<file path="src/common/shift_pkg.sv">
// Shift unit data types
`default_nettype none

package shift_pkg;

	// Operand and result width
	localparam int DATA_W = 32;

	// Rotate amount width
	localparam int AMT_W = 5;

	// Opaque tag that travels with each command
	localparam int TAG_W = 4;

	// Shift and mask modes
	typedef enum logic [1:0] {
		// Keep bits 0 through sft
		mode_keep_low       = 2'b00,
		// Clear bits 0 through sft
		mode_keep_high      = 2'b01,
		// Plain rotate
		mode_rotate         = 2'b10,
		// Clear bits 0 through sft and fill them with the sign
		mode_keep_high_sign = 2'b11
	} shift_mode_t;

endpackage

`default_nettype wire

</file>
<file path="src/common/flow_pkg.sv">
// Credit flow defaults
`default_nettype none

package flow_pkg;

	// Ingress command queue depth
	localparam int IN_DEPTH_DEF = 4;

	// Egress result queue depth
	localparam int OUT_DEPTH_DEF = 4;

	// Credit and occupancy counters
	// Wide enough for a depth of up to 7
	localparam int CNT_W = 3;

endpackage

`default_nettype wire

</file>
<file path="src/common/shift_if.sv">
// Shift command link
`timescale 1ns/100ps
`default_nettype none

interface shift_if ();
	import shift_pkg::*;

	// Forward direction
	logic valid;
	shift_mode_t mode;
	logic [AMT_W-1:0] amt;
	logic [DATA_W-1:0] data;
	logic [TAG_W-1:0] tag;

	// One-cycle credit return from the receiver
	logic credit;

	// Sending side
	modport src (
		output valid, mode, amt, data, tag,
		input credit
	);

	// Receiving side
	modport dst (
		input valid, mode, amt, data, tag,
		output credit
	);

endinterface

`default_nettype wire

</file>
<file path="src/shifter/barrel32.sv">
// Rotate and mask barrel
`timescale 1ns/100ps
`default_nettype none

module barrel32 (
	output logic [shift_pkg::DATA_W-1:0] z,
	input shift_pkg::shift_mode_t mode,
	input logic [shift_pkg::AMT_W-1:0] sft,
	input logic [shift_pkg::DATA_W-1:0] a
);
	import shift_pkg::*;

	localparam int HALF = DATA_W / 2;

	logic [2*DATA_W-1:0] t;
	logic [DATA_W-1:0] f;
	logic [DATA_W-1:0] dcd;
	logic [DATA_W-1:0] low_mask;
	logic [DATA_W-1:0] high_mask;
	logic clr_high;
	logic clr_low;
	logic sign_fill;
	logic [DATA_W-1:0] opt0;
	logic [DATA_W-1:0] opt1;

	// Rotate left
	// Bits shifted out the top wrap back in at the bottom
	assign t = {{DATA_W{1'b0}}, a} << sft;
	assign f = t[DATA_W-1:0] | t[2*DATA_W-1:DATA_W];

	// One-hot decode of sft in two halves
	assign dcd[HALF-1:0] = sft[AMT_W-1] ? '0 : (HALF'(1) << sft[AMT_W-2:0]);
	assign dcd[DATA_W-1:HALF] = ~sft[AMT_W-1] ? '0 : (HALF'(1) << sft[AMT_W-2:0]);

	// Prefix OR of the decode
	always_comb begin
		// Low mask covers bits 0 through sft
		low_mask[DATA_W-1] = dcd[DATA_W-1];
		for (int i = DATA_W - 2; i >= 0; i--) begin
			low_mask[i] = low_mask[i+1] | dcd[i];
		end
		// High mask covers bits sft+1 upward
		high_mask[0] = 1'b0;
		for (int i = 1; i < DATA_W; i++) begin
			high_mask[i] = high_mask[i-1] | dcd[i-1];
		end
	end

	// Mode decode
	assign clr_high = (mode == mode_keep_low);
	assign clr_low = (mode == mode_keep_high) || (mode == mode_keep_high_sign);
	// Sign fill only when operand is negative
	assign sign_fill = (mode == mode_keep_high_sign) && a[DATA_W-1];

	// Keep term is the inverted OR of the masks to clear
	assign opt0 = ~((clr_high ? high_mask : '0) | (clr_low ? low_mask : '0));

	// Fill term for the sign mode
	assign opt1 = sign_fill ? low_mask : '0;

	// Final AND-OR
	assign z = (f & opt0) | opt1;

endmodule

`default_nettype wire

</file>
<file path="src/shifter/shift_stage.sv">
// Registered shift stage
`timescale 1ns/100ps
`default_nettype none

module shift_stage #(
	parameter int OUT_DEPTH = flow_pkg::OUT_DEPTH_DEF
) (
	input logic clk,
	input logic arst_n,
	shift_if.dst up,
	shift_if.src down
);
	import shift_pkg::*;
	import flow_pkg::*;

	logic [DATA_W-1:0] result;
	logic [CNT_W-1:0] b_credits;
	logic owe_credit;
	logic grant;

	barrel32 i_barrel32 (
		.z(result),
		.mode(up.mode),
		.sft(up.amt),
		.a(up.data)
	);

	// Single slot toward ingress
	// The slot is freed in the cycle the command arrives, but the credit
	// is only handed back while a link_b credit is left for the next one
	always_comb begin
		if (up.valid) begin
			grant = (b_credits > CNT_W'(1)) || down.credit;
		end else begin
			grant = owe_credit && (b_credits != '0);
		end
	end

	assign up.credit = grant;

	always_ff @(posedge clk or negedge arst_n) begin
		if (!arst_n) begin
			down.valid <= 1'b0;
			b_credits <= CNT_W'(OUT_DEPTH);
			owe_credit <= 1'b0;
		end else begin
			down.valid <= up.valid;
			// Send and return in one cycle cancel out
			b_credits <= b_credits - CNT_W'(up.valid) + CNT_W'(down.credit);
			// Withheld credit stays owed until egress frees a slot
			owe_credit <= (up.valid || owe_credit) && !grant;
		end
	end

	// Result and tag register
	always_ff @(posedge clk) begin
		if (up.valid) begin
			down.data <= result;
			down.tag <= up.tag;
			down.mode <= up.mode;
			down.amt <= up.amt;
		end
	end

endmodule

`default_nettype wire

</file>
<file path="src/design/cmd_ingress.sv">
// Command ingress queue
`timescale 1ns/100ps
`default_nettype none

module cmd_ingress #(
	parameter int IN_DEPTH = flow_pkg::IN_DEPTH_DEF
) (
	input logic clk,
	input logic arst_n,
	input logic in_valid,
	input shift_pkg::shift_mode_t in_mode,
	input logic [shift_pkg::AMT_W-1:0] in_amt,
	input logic [shift_pkg::DATA_W-1:0] in_data,
	input logic [shift_pkg::TAG_W-1:0] in_tag,
	output logic in_credit,
	shift_if.src down
);
	import shift_pkg::*;
	import flow_pkg::*;

	localparam int PTR_W = (IN_DEPTH > 1) ? $clog2(IN_DEPTH) : 1;

	// Command storage
	shift_mode_t mode_q [IN_DEPTH];
	logic [AMT_W-1:0] amt_q [IN_DEPTH];
	logic [DATA_W-1:0] data_q [IN_DEPTH];
	logic [TAG_W-1:0] tag_q [IN_DEPTH];

	logic [PTR_W-1:0] wr_ptr;
	logic [PTR_W-1:0] rd_ptr;
	logic [CNT_W-1:0] count;
	logic [CNT_W-1:0] s_credits;
	logic pop;

	// Circular pointer advance
	function automatic logic [PTR_W-1:0] next_ptr(input logic [PTR_W-1:0] p);
		return (p == PTR_W'(IN_DEPTH - 1)) ? '0 : p + 1'b1;
	endfunction

	// Head leaves when the stage can take it
	// A credit arriving this cycle counts already
	assign pop = (count != '0) && ((s_credits != '0) || down.credit);

	always_ff @(posedge clk or negedge arst_n) begin
		if (!arst_n) begin
			wr_ptr <= '0;
			rd_ptr <= '0;
			count <= '0;
			// Stage has one slot
			s_credits <= CNT_W'(1);
			down.valid <= 1'b0;
			in_credit <= 1'b0;
		end else begin
			if (in_valid) begin
				wr_ptr <= next_ptr(wr_ptr);
			end
			if (pop) begin
				rd_ptr <= next_ptr(rd_ptr);
			end
			count <= count + CNT_W'(in_valid) - CNT_W'(pop);
			s_credits <= s_credits - CNT_W'(pop) + CNT_W'(down.credit);
			down.valid <= pop;
			// Each pop frees a queue slot for the producer
			in_credit <= pop;
		end
	end

	// Queue write
	// Producer credits keep it from overrunning
	always_ff @(posedge clk) begin
		if (in_valid) begin
			mode_q[wr_ptr] <= in_mode;
			amt_q[wr_ptr] <= in_amt;
			data_q[wr_ptr] <= in_data;
			tag_q[wr_ptr] <= in_tag;
		end
	end

	// Head onto link
	always_ff @(posedge clk) begin
		if (pop) begin
			down.mode <= mode_q[rd_ptr];
			down.amt <= amt_q[rd_ptr];
			down.data <= data_q[rd_ptr];
			down.tag <= tag_q[rd_ptr];
		end
	end

endmodule

`default_nettype wire

</file>
<file path="src/design/result_egress.sv">
// Result egress queue
`timescale 1ns/100ps
`default_nettype none

module result_egress #(
	parameter int OUT_DEPTH = flow_pkg::OUT_DEPTH_DEF,
	parameter int OUT_CREDITS = flow_pkg::OUT_DEPTH_DEF
) (
	input logic clk,
	input logic arst_n,
	shift_if.dst up,
	output logic out_valid,
	output logic [shift_pkg::DATA_W-1:0] out_data,
	output logic [shift_pkg::TAG_W-1:0] out_tag,
	input logic out_credit
);
	import shift_pkg::*;
	import flow_pkg::*;

	localparam int PTR_W = (OUT_DEPTH > 1) ? $clog2(OUT_DEPTH) : 1;

	// Result storage
	logic [DATA_W-1:0] data_q [OUT_DEPTH];
	logic [TAG_W-1:0] tag_q [OUT_DEPTH];

	logic [PTR_W-1:0] wr_ptr;
	logic [PTR_W-1:0] rd_ptr;
	logic [CNT_W-1:0] count;
	logic [CNT_W-1:0] c_credits;
	logic have_head;
	logic send;
	logic bypass;
	logic push;
	logic pop;

	function automatic logic [PTR_W-1:0] next_ptr(input logic [PTR_W-1:0] p);
		return (p == PTR_W'(OUT_DEPTH - 1)) ? '0 : p + 1'b1;
	endfunction

	assign have_head = (count != '0);

	// Send needs a result and a consumer credit
	assign send = (have_head || up.valid) && (c_credits != '0);

	// Empty queue
	// Incoming result goes straight out and keeps its order
	assign bypass = send && !have_head;
	assign push = up.valid && !bypass;
	assign pop = send && have_head;

	always_ff @(posedge clk or negedge arst_n) begin
		if (!arst_n) begin
			wr_ptr <= '0;
			rd_ptr <= '0;
			count <= '0;
			c_credits <= CNT_W'(OUT_CREDITS);
			out_valid <= 1'b0;
			up.credit <= 1'b0;
		end else begin
			if (push) begin
				wr_ptr <= next_ptr(wr_ptr);
			end
			if (pop) begin
				rd_ptr <= next_ptr(rd_ptr);
			end
			count <= count + CNT_W'(push) - CNT_W'(pop);
			c_credits <= c_credits - CNT_W'(send) + CNT_W'(out_credit);
			out_valid <= send;
			// Every send frees one slot whether bypassed or not
			up.credit <= send;
		end
	end

	// Queue write
	always_ff @(posedge clk) begin
		if (push) begin
			data_q[wr_ptr] <= up.data;
			tag_q[wr_ptr] <= up.tag;
		end
	end

	// Output register
	// Head of queue first, else the incoming result
	always_ff @(posedge clk) begin
		if (send) begin
			out_data <= have_head ? data_q[rd_ptr] : up.data;
			out_tag <= have_head ? tag_q[rd_ptr] : up.tag;
		end
	end

endmodule

`default_nettype wire

</file>
<file path="src/design/shift_unit_top.sv">
// Pipelined shift unit
`timescale 1ns/100ps
`default_nettype none

module shift_unit_top #(
	parameter int IN_DEPTH = flow_pkg::IN_DEPTH_DEF,
	parameter int OUT_DEPTH = flow_pkg::OUT_DEPTH_DEF,
	parameter int OUT_CREDITS = flow_pkg::OUT_DEPTH_DEF
) (
	input logic clk,
	input logic arst_n,
	// Producer
	input logic in_valid,
	input shift_pkg::shift_mode_t in_mode,
	input logic [shift_pkg::AMT_W-1:0] in_amt,
	input logic [shift_pkg::DATA_W-1:0] in_data,
	input logic [shift_pkg::TAG_W-1:0] in_tag,
	output logic in_credit,
	// Consumer
	output logic out_valid,
	output logic [shift_pkg::DATA_W-1:0] out_data,
	output logic [shift_pkg::TAG_W-1:0] out_tag,
	input logic out_credit
);

	// Ingress to stage
	shift_if link_a ();

	// Stage to egress with the result in data
	shift_if link_b ();

	cmd_ingress #(
		.IN_DEPTH(IN_DEPTH)
	) i_cmd_ingress (
		.clk(clk),
		.arst_n(arst_n),
		.in_valid(in_valid),
		.in_mode(in_mode),
		.in_amt(in_amt),
		.in_data(in_data),
		.in_tag(in_tag),
		.in_credit(in_credit),
		.down(link_a)
	);

	shift_stage #(
		.OUT_DEPTH(OUT_DEPTH)
	) i_shift_stage (
		.clk(clk),
		.arst_n(arst_n),
		.up(link_a),
		.down(link_b)
	);

	result_egress #(
		.OUT_DEPTH(OUT_DEPTH),
		.OUT_CREDITS(OUT_CREDITS)
	) i_result_egress (
		.clk(clk),
		.arst_n(arst_n),
		.up(link_b),
		.out_valid(out_valid),
		.out_data(out_data),
		.out_tag(out_tag),
		.out_credit(out_credit)
	);

endmodule

`default_nettype wire

</file>
<file path="config.mk">
export PLATFORM = sky130hd
export DESIGN_NAME = shift_unit_top
export DESIGN_NICKNAME = d
export VERILOG_FILES = /design/src/common/shift_pkg.sv /design/src/common/flow_pkg.sv /design/src/common/shift_if.sv /design/src/shifter/barrel32.sv /design/src/shifter/shift_stage.sv /design/src/design/cmd_ingress.sv /design/src/design/result_egress.sv /design/src/design/shift_unit_top.sv
export SDC_FILE = /design/constraint.sdc
export NUM_CORES = 1
export LEC_CHECK = 0
export ABC_CLOCK_PERIOD_IN_PS = 5340
export BUFFER_PORTS_ARGS = -buffer_cell sky130_fd_sc_hd__buf_2
export CORE_MARGIN = 2
export CORE_UTILIZATION = 56
export DETAILED_ROUTE_END_ITERATION = 7
export MAX_ROUTING_LAYER = met4
export PLACE_DENSITY_LB_ADDON = 0.25
export SYNTH_ARGS = -nofsm -noshare
export SYNTH_HDL_FRONTEND = slang
export SYNTH_SLANG_ARGS = --single-unit
</file>
<file path="constraint.sdc">
create_clock -name clk -period 5.34 [get_ports clk]
set_input_delay 0.267 -clock clk [delete_from_list [all_inputs] [get_ports clk]]
set_output_delay 0.267 -clock clk [all_outputs]
set_load 0.05 [all_outputs]
</file>
==> results.ini, run 1 <==
[run_status]
status=finished, final reports clean

[yosys]
ys.flop_type=edfxtp_1
ys_seq_area_share_pct=69.4
synthArstFlopShare_pct=5.90
avgSynthCellArea_um2=17.2
ys_types=69
synthesis.area_um2=19600
yosys_warnings=0
synth_cells=1141
syn-num-nets=1214
synth-edff-count=431
ys_ff_latch=458

[routing]
drt_iter0_markers=753
drc=0
wl_per_cell_um=22.2
postRouteAntennaNets=0
viasPerCell=5.97
first_pass_iters=5
finalWirelength_um=39000
num_vias=10500

[sta]
maxSlewHeadroom_pct=27.6
finalCritPeriodShare_pct=58.9
maxClockFrequency_ghz=0.318
grt_setup_unrepaired=no
slew_viol_final=0
whs_ns=0.0571
finClkSkew_ns=0.0144
final.setup.worst_slack_ns=2.20
setup_tns_ns=0
hold_viol_final=0
setup_viol=0
tightest_slew_ns=1.09
period_needed_ns=3.14

[global_route]
first_global_vias=10800
grt_max_degree=54
grt.total_usage_pct=22.8
antenna_found_initial=0
grt_overflow_total=0
grt_pass1_wl_um=61500

[cells_and_area]
fillCellCount=2409
final_cell_mix=431 x edfxtp_1, 148 x nand2_1, 97 x mux4_2
seqCellArea_um2=13600
multiInputGateArea_um2=5590
stdcell_area_um2=22500
mostFrequentLayoutCell=edfxtp_1
fin_nets=1344
n_antenna_cell=0
area_growth_pct=14.8
drive_gt1_share_pct=24.7

[pwr]
total_leakage_power_nw=7.92
total_power_mw=7.89
pwr_density_cell_nw_per_um2=351
peakVddDrop_mv=0.327

[clock_tree]
tritoncts=built
cts_buffers=47
ctsResizeCount=0
clockBufferDepth=3
htreeDepth=2
clkSlewWorstSetupHoldPaths_ns=0.06
cts_root_buf=clkbuf_16
clk_latency_ns=0.55
numClockSinks=458

[floorplanning]
die_y_um=191
core_um2=34500
fp-row-count=68
ios=85
die_x_um=191
die_area_um2=36500
initial_core_util_pct=56.8

[placed_design]
place_congestion=0.931
dp.final_hpwl_um=23400
port_buffers=84
place_area_um2=20500
dp_worst_setup_slack_ns=2.20

[setup_path]
setup.worst_path.class=flip-flop to flip-flop
crit_buf_inv=4
cpMaxStageDelayCell=dfstp_2
crit_fanout=47
cp-end-kind=flip-flop
arrival_ns=3.57
crit_chain=inv_1 -> ha_1 -> a21oi_1 -> o221ai_1 -> a21oi_4 -> buf_4 -> ha_1 -> inv_1 -> ha_1 -> inv_1 -> fa_1 -> xnor2_1
r2r_setup_slack_ns=2.20
required_ns=5.77
max_stage_delay_ns=0.53
crit_family=adder cells
crit_path_start_kind=flip-flop

[hold_path]
holdCritPathClass=input pin to flip-flop

[flow_run]
cap_violations=0

-- worst paths after layout --
kind,start,end,depth (start not counted)
max,i_shift_stage.b_credits[2],i_cmd_ingress.count[2],12
min,in_valid,i_cmd_ingress.wr_ptr[0],2
max reg2reg,i_shift_stage.b_credits[2],i_cmd_ingress.count[2],12
min reg2reg,i_cmd_ingress.down.tag[3],i_shift_stage.down.tag[3],0
max in group asynchronous,arst_n,i_result_egress.rd_ptr[0],2
min in group asynchronous,arst_n,i_cmd_ingress.wr_ptr[1],2
-- metrics by stage --
step	std cells	util, %
after floorplan	1141	-
after global placement	1632	59.3
after detailed placement	1632	59.3
after CTS	1761	65.2
after global routing	1761	65.2
final	1761	65.2
-- layout make-up --
cell class                      count  area share, %
Tap cell                          455           2.53
Timing Repair Buffer              153           4.67
Clock buffer                       63           5.95
Inverter                           30          0.500
Clock inverter                     21          0.984
Multi-Input combinational cell    581           24.8
Sequential cell                   458           60.5
-- metal layers --
metal,vias to the layer above,part of all wire [%],GRT usage [%]
met5,-,0,-
met4,0,1.7,6.09
met3,48,5.0,3.08
met2,334,50,36.5
met1,5336,43,31.4
li1,4789,-,-
-- cell families (layout without fill, tap and decap cells) --
group / count (synthesis) / after routing / share of synthesized area [%]
compound gates: 144 / 144 / 4.99
fa+ha+maj: 26 / 26 / 1.85
mux: 167 / 167 / 16.1
flops: 458 / 458 / 69.4
xor+xnor: 10 / 10 / 0.447
simple gates: 234 / 234 / 4.99
buf+inv: 102 / 267 / 2.22
-- cell usage after synthesis, drive strengths merged (2+ instances only) --
cell type | number | share of area, %
inv | 30 | 0.57
o221ai | 4 | 0.18
nor2 | 41 | 0.78
nor4 | 3 | 0.096
a21oi | 28 | 0.73
mux2i | 29 | 1.5
nor3 | 11 | 0.28
o41ai | 2 | 0.089
clkbuf | 39 | 0.75
or2 | 4 | 0.13
mux2 | 27 | 1.6
dfrtp | 24 | 3.1
a31o | 2 | 0.089
o211ai | 11 | 0.42
a2111oi | 4 | 0.18
nor2b | 2 | 0.064
dfstp | 3 | 0.40
fa | 5 | 0.51
nand2b | 4 | 0.13
edfxtp | 431 | 66
or3 | 3 | 0.096
mux4 | 111 | 13
o32ai | 5 | 0.22
o2bb2ai | 3 | 0.13
o22ai | 5 | 0.16
o31ai | 3 | 0.11
nand2 | 148 | 2.8
a211oi | 7 | 0.27
and2 | 10 | 0.32
o21ai | 32 | 0.82
a22oi | 2 | 0.077
o2111ai | 3 | 0.13
nand3 | 2 | 0.051
o21a | 7 | 0.27
a31oi | 8 | 0.26
ha | 21 | 1.3
buf | 33 | 0.90
xnor2 | 9 | 0.40
o32a | 5 | 0.26
and3 | 3 | 0.096
-- registers in the layout, summed over array words and instances, names as in the netlist, 16 cells and up --
| name | flops |
|---|---|
| i_cmd_ingress.data_q | 128 |
| i_result_egress.tag_q | 16 |
| i_cmd_ingress.tag_q | 16 |
| i_result_egress.data_q | 128 |
| i_result_egress.out_data | 32 |
| i_shift_stage.down.data | 32 |
| i_cmd_ingress.amt_q | 20 |
| i_cmd_ingress.down.data | 32 |
-- power by group --
group | switching, mW | leakage [nW] | internal, mW
clock | 1.29 | 0.772 | 1.95
combinational | 0.234 | 2.77 | 0.159
sequential | 0.0680 | 4.38 | 4.19
total | 1.59 | 7.92 | 6.30
-- timing repair --
| item | 4_1_cts | 5_1_grt |
|---|---|---|
| hold buffers | 45 | 0 |
| buffers inserted | 0 | 0 |
| setup endpoints to repair | 0 | 0 |
| endpoints found under the hold margin | 197 | 0 |
Power figures use the tool's default switching activity.
==> run 2: changes to the inputs <==
--- a/config.mk
+++ b/config.mk
@@ -5,7 +5,7 @@
 export SDC_FILE = /design/constraint.sdc
 export NUM_CORES = 1
 export LEC_CHECK = 0
-export ABC_CLOCK_PERIOD_IN_PS = 5340
+export ABC_CLOCK_PERIOD_IN_PS = 2800
 export BUFFER_PORTS_ARGS = -buffer_cell sky130_fd_sc_hd__buf_2
 export CORE_MARGIN = 2
 export CORE_UTILIZATION = 56
==> constraint.sdc (replaced) <==
create_clock -name clk -period 2.8 [get_ports clk]
set_input_delay 0.14 -clock clk [delete_from_list [all_inputs] [get_ports clk]]
set_output_delay 0.14 -clock clk [all_outputs]
set_load 0.05 [all_outputs]
==> run 2 against run 1 <==
Wire length grew 3.4%. Clock-buffer cell count fell by 4. Utilization grew 0.72 points. Worst setup slack got worse by 2.0 ns. Register-to-register slack got worse by 2.0 ns. Critical path depth stayed put. Flip-flop and latch count did not move. Largest power group unchanged. Combinational power up 92%. Sequential share of layout area fell by 0.64 points. Non-clock buffer count is 21 higher. Design area up 1.1%.
==> results.ini, run 2 (same netlist as run 1, synthesis figures left out) <==
[global_route]
antenna_found_initial=1  ; +1
first_global_vias=11100  ; +2.6%
grt_pass1_wl_um=63300  ; +3.0%
grt_overflow_total=0  ; unchanged
grt.total_usage_pct=23.6  ; +0.81 points
grt_max_degree=48  ; -11%

[clock_tree]
cts_setup_buffers=0  ; unchanged
cts_root_buf=clkbuf_16
htreeDepth=2  ; unchanged
clockBufferDepth=3  ; unchanged
clk_latency_ns=0.55  ; about the same
postCtsHoldBufs=46  ; +2.2%
ctsResizeCount=0  ; unchanged
tritoncts=built
clkSlewWorstSetupHoldPaths_ns=0.06  ; about the same
numClockSinks=458  ; unchanged
cts_buffers=46  ; -2.1%

[setup_path]
cpMaxStageDelayCell=dfstp_2
crit_fanout=7  ; -85%
crit_path_start=i_shift_stage.b_credits[2]
crit_path_start_kind=flip-flop
required_ns=3.25  ; -2.52 ns
max_stage_delay_ns=0.53  ; about the same
crit_chain=inv_1 -> ha_1 -> a21oi_2 -> o221ai_2 -> a21oi_4 -> buf_4 -> ha_1 -> inv_1 -> ha_1 -> inv_1 -> fa_2 -> inv_1
arrival_ns=3.07  ; -0.50 ns
setup.worst_path.class=flip-flop to flip-flop
cpMostUsedCell=inv_1
r2r_start=i_shift_stage.b_credits[2]
cp-end-kind=flip-flop

[sta]
tightest_slew_ns=0.663  ; -0.423 ns
slew_viol_final=0  ; unchanged
grt_setup_unrepaired=no
hold_viol_final=0  ; unchanged
maxClockFrequency_ghz=0.381  ; +20%
maxSlewHeadroom_pct=55.8  ; +28 points
finalCritPeriodShare_pct=93.8  ; +35 points
finClkSkew_ns=0.0206  ; +0.00622 ns
period_needed_ns=2.63  ; -0.517 ns
setup_tns_ns=0  ; unchanged
setup_viol=0  ; unchanged

[cells_and_area]
fin_nets=1364  ; +1.5%
n_antenna_cell=0  ; unchanged
fillCellCount=2371  ; -1.6%
mostFrequentLayoutCell=edfxtp_1
finalNonFillerCells=1781  ; +1.1%
final_cell_mix=431 x edfxtp_1, 148 x nand2_1, 97 x mux4_2
drive_gt1_share_pct=25.9  ; +1.1 points
area_growth_pct=16.0
reg_top3=i_cmd_ingress.data_q (128), i_result_egress.data_q (128)
fin_util_pct=65.9  ; +0.72 points

[routing]
viasPerCell=5.98  ; +0.19%
postRouteAntennaNets=0  ; unchanged
drc=0  ; unchanged
finalWirelength_um=40400  ; +3.4%
first_pass_iters=5  ; unchanged
num_vias=10600  ; +1.3%
wl_per_cell_um=22.7  ; +2.2%
drt_iter0_markers=966  ; +28%

[pwr]
pwr_density_cell_nw_per_um2=649  ; +85%
switchingPower_mw=3.02  ; +90%
total_power_mw=14.8  ; +87%
total_leakage_power_nw=7.99  ; +0.91%
swShare_pct=20.5  ; +0.26 points
combPwrFrac_pct=5.1  ; about the same
peakVddDrop_mv=0.610  ; +87%
pwr-share-clk_pct=40.0  ; -1.1 points
power_frac_seq_pct=54.9  ; +1.0 points
p_int_mw=11.7  ; +86%

[flow_run]
cap_violations=0  ; unchanged

[floorplanning]
die_x_um=191  ; unchanged
die_y_um=191  ; unchanged
die_area_um2=36500  ; unchanged
fp-row-count=68  ; unchanged
core_um2=34500  ; unchanged
ios=85  ; unchanged
initial_core_util_pct=56.8  ; unchanged

[hold_path]
holdCritPathClass=input pin to asynchronous set/reset pin

[placed_design]
dp.final_hpwl_um=25100  ; +7.3%
dpl.cell_count=1652  ; +1.2%
port_buffers=84  ; unchanged
place_congestion=0.964  ; +3.6%

[run_status]
status=finished, final reports clean

==> run 2: cell type report <==
class	instances	area, um^2	area share, %
clock buffers	59	1260	5.54
repair buffers	174	1360	5.98
clock inverters	24	204	0.896
flip-flops and latches	458	13600	59.9
multi-input cells	581	5620	24.7
inverters	30	113	0.495
well taps	455	569	2.50
==> run 2: path summary, 6_finish.rpt <==
path,to,slack (ns),depth (start not counted)
max,i_cmd_ingress.count[1],0.17,12
min,i_cmd_ingress.wr_ptr[0],0.14,2
max reg2reg,i_cmd_ingress.count[1],0.17,12
min reg2reg,i_shift_stage.down.tag[3],0.42,0
max in group asynchronous,i_cmd_ingress.in_credit,2.19,2
min in group clk,i_cmd_ingress.amt_q[2][0],0.35,2
==> run 2: metal layers <==
| metal | wire length, um | part of all wire (%) | track usage [%] | up-vias |
|---|---|---|---|---|
| li1 | - | - | - | 4828 |
| met1 | 17200 | 43 | 31.7 | 5438 |
| met2 | 20000 | 50 | 37.9 | 317 |
| met3 | 2100 | 5.2 | 3.98 | 64 |
| met4 | 1010 | 2.5 | 6.69 | 0 |
| met5 | 0 | 0 | - | - |
==> run 2: power by group through the flow <==
stage | clock network (mW) | logic (mW) | registers (mW)
5_1_grt | 6.32 | 0.844 | 8.15
6_report | 5.90 | 0.752 | 8.11
3_3_place_gp | 0 | 0.689 | 8.22
2_1_floorplan | 0 | 0.458 | 8.22
4_1_cts | 6.01 | 0.767 | 8.11
3_5_place_dp | 0 | 0.713 | 8.25
==> run 2: stage by stage <==
stage / instance area, um^2 / worst slack [ns] / hold WS, ns
after detailed placement: 20800 / 0.217 / 0.195
after CTS: 22800 / 0.180 / 0.149
after global routing: 22800 / 0.0806 / 0.175
after global placement: 20800 / 0.271 / 0.189
after floorplan: 19700 / -0.593 / -0.156
final: 22800 / 0.174 / 0.143
==> run 2: critical path: cells and delay by family (launching register included) <==
| kind | cells | cell delay [ns] |
|---|---|---|
| buf+inv | 5 | 0.38 |
| flops | 1 | 0.53 |
| fa+ha+maj | 4 | 1.07 |
| compound gates | 3 | 0.56 |
==> run 3: changes to the inputs <==
--- a/config.mk
+++ b/config.mk
@@ -7,6 +7,7 @@
 export LEC_CHECK = 0
 export ABC_CLOCK_PERIOD_IN_PS = 2800
 export BUFFER_PORTS_ARGS = -buffer_cell sky130_fd_sc_hd__buf_2
+export CORE_ASPECT_RATIO = 1.5
 export CORE_MARGIN = 2
 export CORE_UTILIZATION = 56
 export DETAILED_ROUTE_END_ITERATION = 7
==> run 3 against run 2 <==
First-iteration DRC count shrank 23%. Critical endpoint is now i_shift_stage.down.data[13]. Worst hold slack gained 0.020 ns. Largest cell class unchanged. Register-to-register slack gained 0.14 ns.
==> results.ini, run 3 (same netlist as run 1, synthesis figures left out) <==
[floorplanning]
die_y_um=233  ; +22%
core_um2=34800  ; +0.71%
die_x_um=157  ; -18%
initial_core_util_pct=56.4  ; -0.40 points
ios=85  ; unchanged
die_area_um2=36600  ; about the same
fp-row-count=84  ; +24%

[clock_tree]
clkSlewWorstSetupHoldPaths_ns=0.06  ; about the same
numClockSinks=458  ; unchanged
clk_latency_ns=0.54  ; about the same
ctsResizeCount=0  ; unchanged
clockBufferDepth=3  ; unchanged
htreeDepth=2  ; unchanged
cts_buffers=42  ; -8.7%
cts_root_buf=clkbuf_16
tritoncts=built

[setup_path]
cp.depth=6  ; -6
cpMaxStageDelayCell=mux4_1
reg2reg_depth=6  ; -6
crit_path_start_kind=flip-flop
r2r_setup_slack_ns=0.31  ; +0.14 ns
crit_family=multiplexers
setup.worst_path.class=flip-flop to flip-flop
crit_buf_inv=2  ; -3
crit_fanout=47  ; +40
cp-end-kind=flip-flop
max_stage_delay_ns=0.65  ; +0.12 ns
crit_chain=buf_12 -> mux4_1 -> mux2_2 -> mux2i_1 -> a221oi_1 -> buf_4
arrival_ns=2.78  ; -0.29 ns
required_ns=3.10  ; -0.15 ns

[placed_design]
dp.final_hpwl_um=26600  ; +5.8%
place_area_um2=20900  ; +0.32%
place_congestion=0.987  ; +2.3%
port_buffers=84  ; unchanged

[sta]
slew_viol_final=0  ; unchanged
tightest_slew_ns=0.669  ; +0.00623 ns
hold_viol_final=0  ; unchanged
period_needed_ns=2.49  ; -0.138 ns
finalCritPeriodShare_pct=88.8  ; -4.9 points
finClkSkew_ns=0.0164  ; -0.00418 ns
maxClockFrequency_ghz=0.402  ; +5.6%
setup_viol=0  ; unchanged
grt_setup_unrepaired=no
maxSlewHeadroom_pct=55.4  ; -0.42 points

[cells_and_area]
mostFrequentLayoutCell=edfxtp_1
area_growth_pct=15.8
stdcell_area_um2=22700  ; -0.18%
final_cell_mix=431 x edfxtp_1, 148 x nand2_1, 97 x mux4_2
fin_nets=1366  ; +0.15%
reg_top3=i_cmd_ingress.data_q (128), i_result_egress.data_q (128)
drive_gt1_share_pct=26.2  ; +0.38 points
fin_util_pct=65.3  ; -0.58 points

[global_route]
antenna_found_initial=1  ; unchanged
grt_overflow_total=0  ; unchanged
grt.total_usage_pct=24.0  ; +0.34 points
grt_pass1_wl_um=64500  ; +1.9%
first_global_vias=11300  ; +2.5%
grt_max_degree=48  ; unchanged

[routing]
num_vias=10800  ; +1.1%
postRouteAntennaNets=0  ; unchanged
drc=0  ; unchanged
finalWirelength_um=40800  ; +1.2%
viasPerCell=5.98  ; about the same
wl_per_cell_um=22.7  ; about the same
drt_iter0_markers=741  ; -23%
first_pass_iters=5  ; unchanged

[run_status]
status=finished, final reports clean

[pwr]
total_leakage_power_nw=7.98  ; -0.12%
peakVddDrop_mv=0.627  ; +2.7%
pwr_density_cell_nw_per_um2=637  ; -1.8%

[flow_run]
cap_violations=0  ; unchanged

[hold_path]
holdCritPathClass=input pin to asynchronous set/reset pin

[run 3: changes by cell type in the layout (fill, tap and decap cells not counted)]
cell | previous run | this run
buf_4 | 32 | 38
bufinv_16 | 3 | 4
inv_8 | 0 | 1
clkinv_1 | 10 | 9
clkinvlp_4 | 4 | 3
diode_2 | 0 | 1
clkinv_2 | 4 | 10
clkbuf_8 | 4 | 0
clkbuf_16 | 47 | 43
clkbuf_1 | 8 | 4
[run 3: what timing repair did]
action | 4_1_cts | 5_1_grt
hold buffers | 46 | 0
hold endpoints to repair | 200 | 0
setup buffers | 0 | 0
[run 3: per-stage QoR]
step	setup TNS (ns)	hold WS, ns	power (mW)	cells	worst slack, ns
after floorplan	-2.12	-0.156	8.68	1141	-0.593
after global placement	0	0.191	8.92	1676	0.340
after detailed placement	0	0.219	8.97	1676	0.305
after CTS	0	0.175	14.6	1799	0.301
after global routing	0	0.220	14.9	1800	0.148
final	0	0.164	14.5	1800	0.312
[run 3: power by group]
part           internal (mW)  total [mW]  leakage, nW  switching, mW
logic                  0.305       0.747         2.94          0.443
clock network           3.20        5.61        0.664           2.41
registers               7.98        8.11         4.38          0.132
[run 3: per-layer routing]
| layer | global-route usage [%] | part of all wire (%) | up-vias |
|---|---|---|---|
| li1 | - | - | 4824 |
| met1 | 28.2 | 38 | 5513 |
| met2 | 42.2 | 55 | 324 |
| met3 | 2.82 | 3.7 | 98 |
| met4 | 9.35 | 3.8 | 0 |
| met5 | - | 0 | - |
[run 3: cell type report]
class / instances / area, um^2
antenna: 1 / 2.50
clock buffer: 47 / 1090
clock inverter: 30 / 264
fill: 2387 / 12100
inverter: 30 / 113
multi-input combinational: 581 / 5620
sequential: 458 / 13600
tap: 473 / 592
timing repair buffer: 180 / 1410
[run 3: worst register-to-register path: stages, from the launching register on]
cell      delay (ns)
edfxtp_1        0.37
buf_12          0.28
mux4_1          0.68
mux2_2          0.33
mux2i_1         0.26
a221oi_1        0.16
buf_4           0.16
[run 3: path summary, 6_finish.rpt]
path,end,from
hold reg to reg,i_shift_stage.down.tag[1],i_cmd_ingress.down.tag[1]
min in group clk,i_cmd_ingress.data_q[3][17],in_data[17]
hold / removal,i_cmd_ingress.wr_ptr[0],arst_n
setup / recovery,i_shift_stage.down.data[13],i_cmd_ingress.down.amt[0]
setup reg to reg,i_shift_stage.down.data[13],i_cmd_ingress.down.amt[0]
max in group asynchronous,i_cmd_ingress.in_credit,arst_n
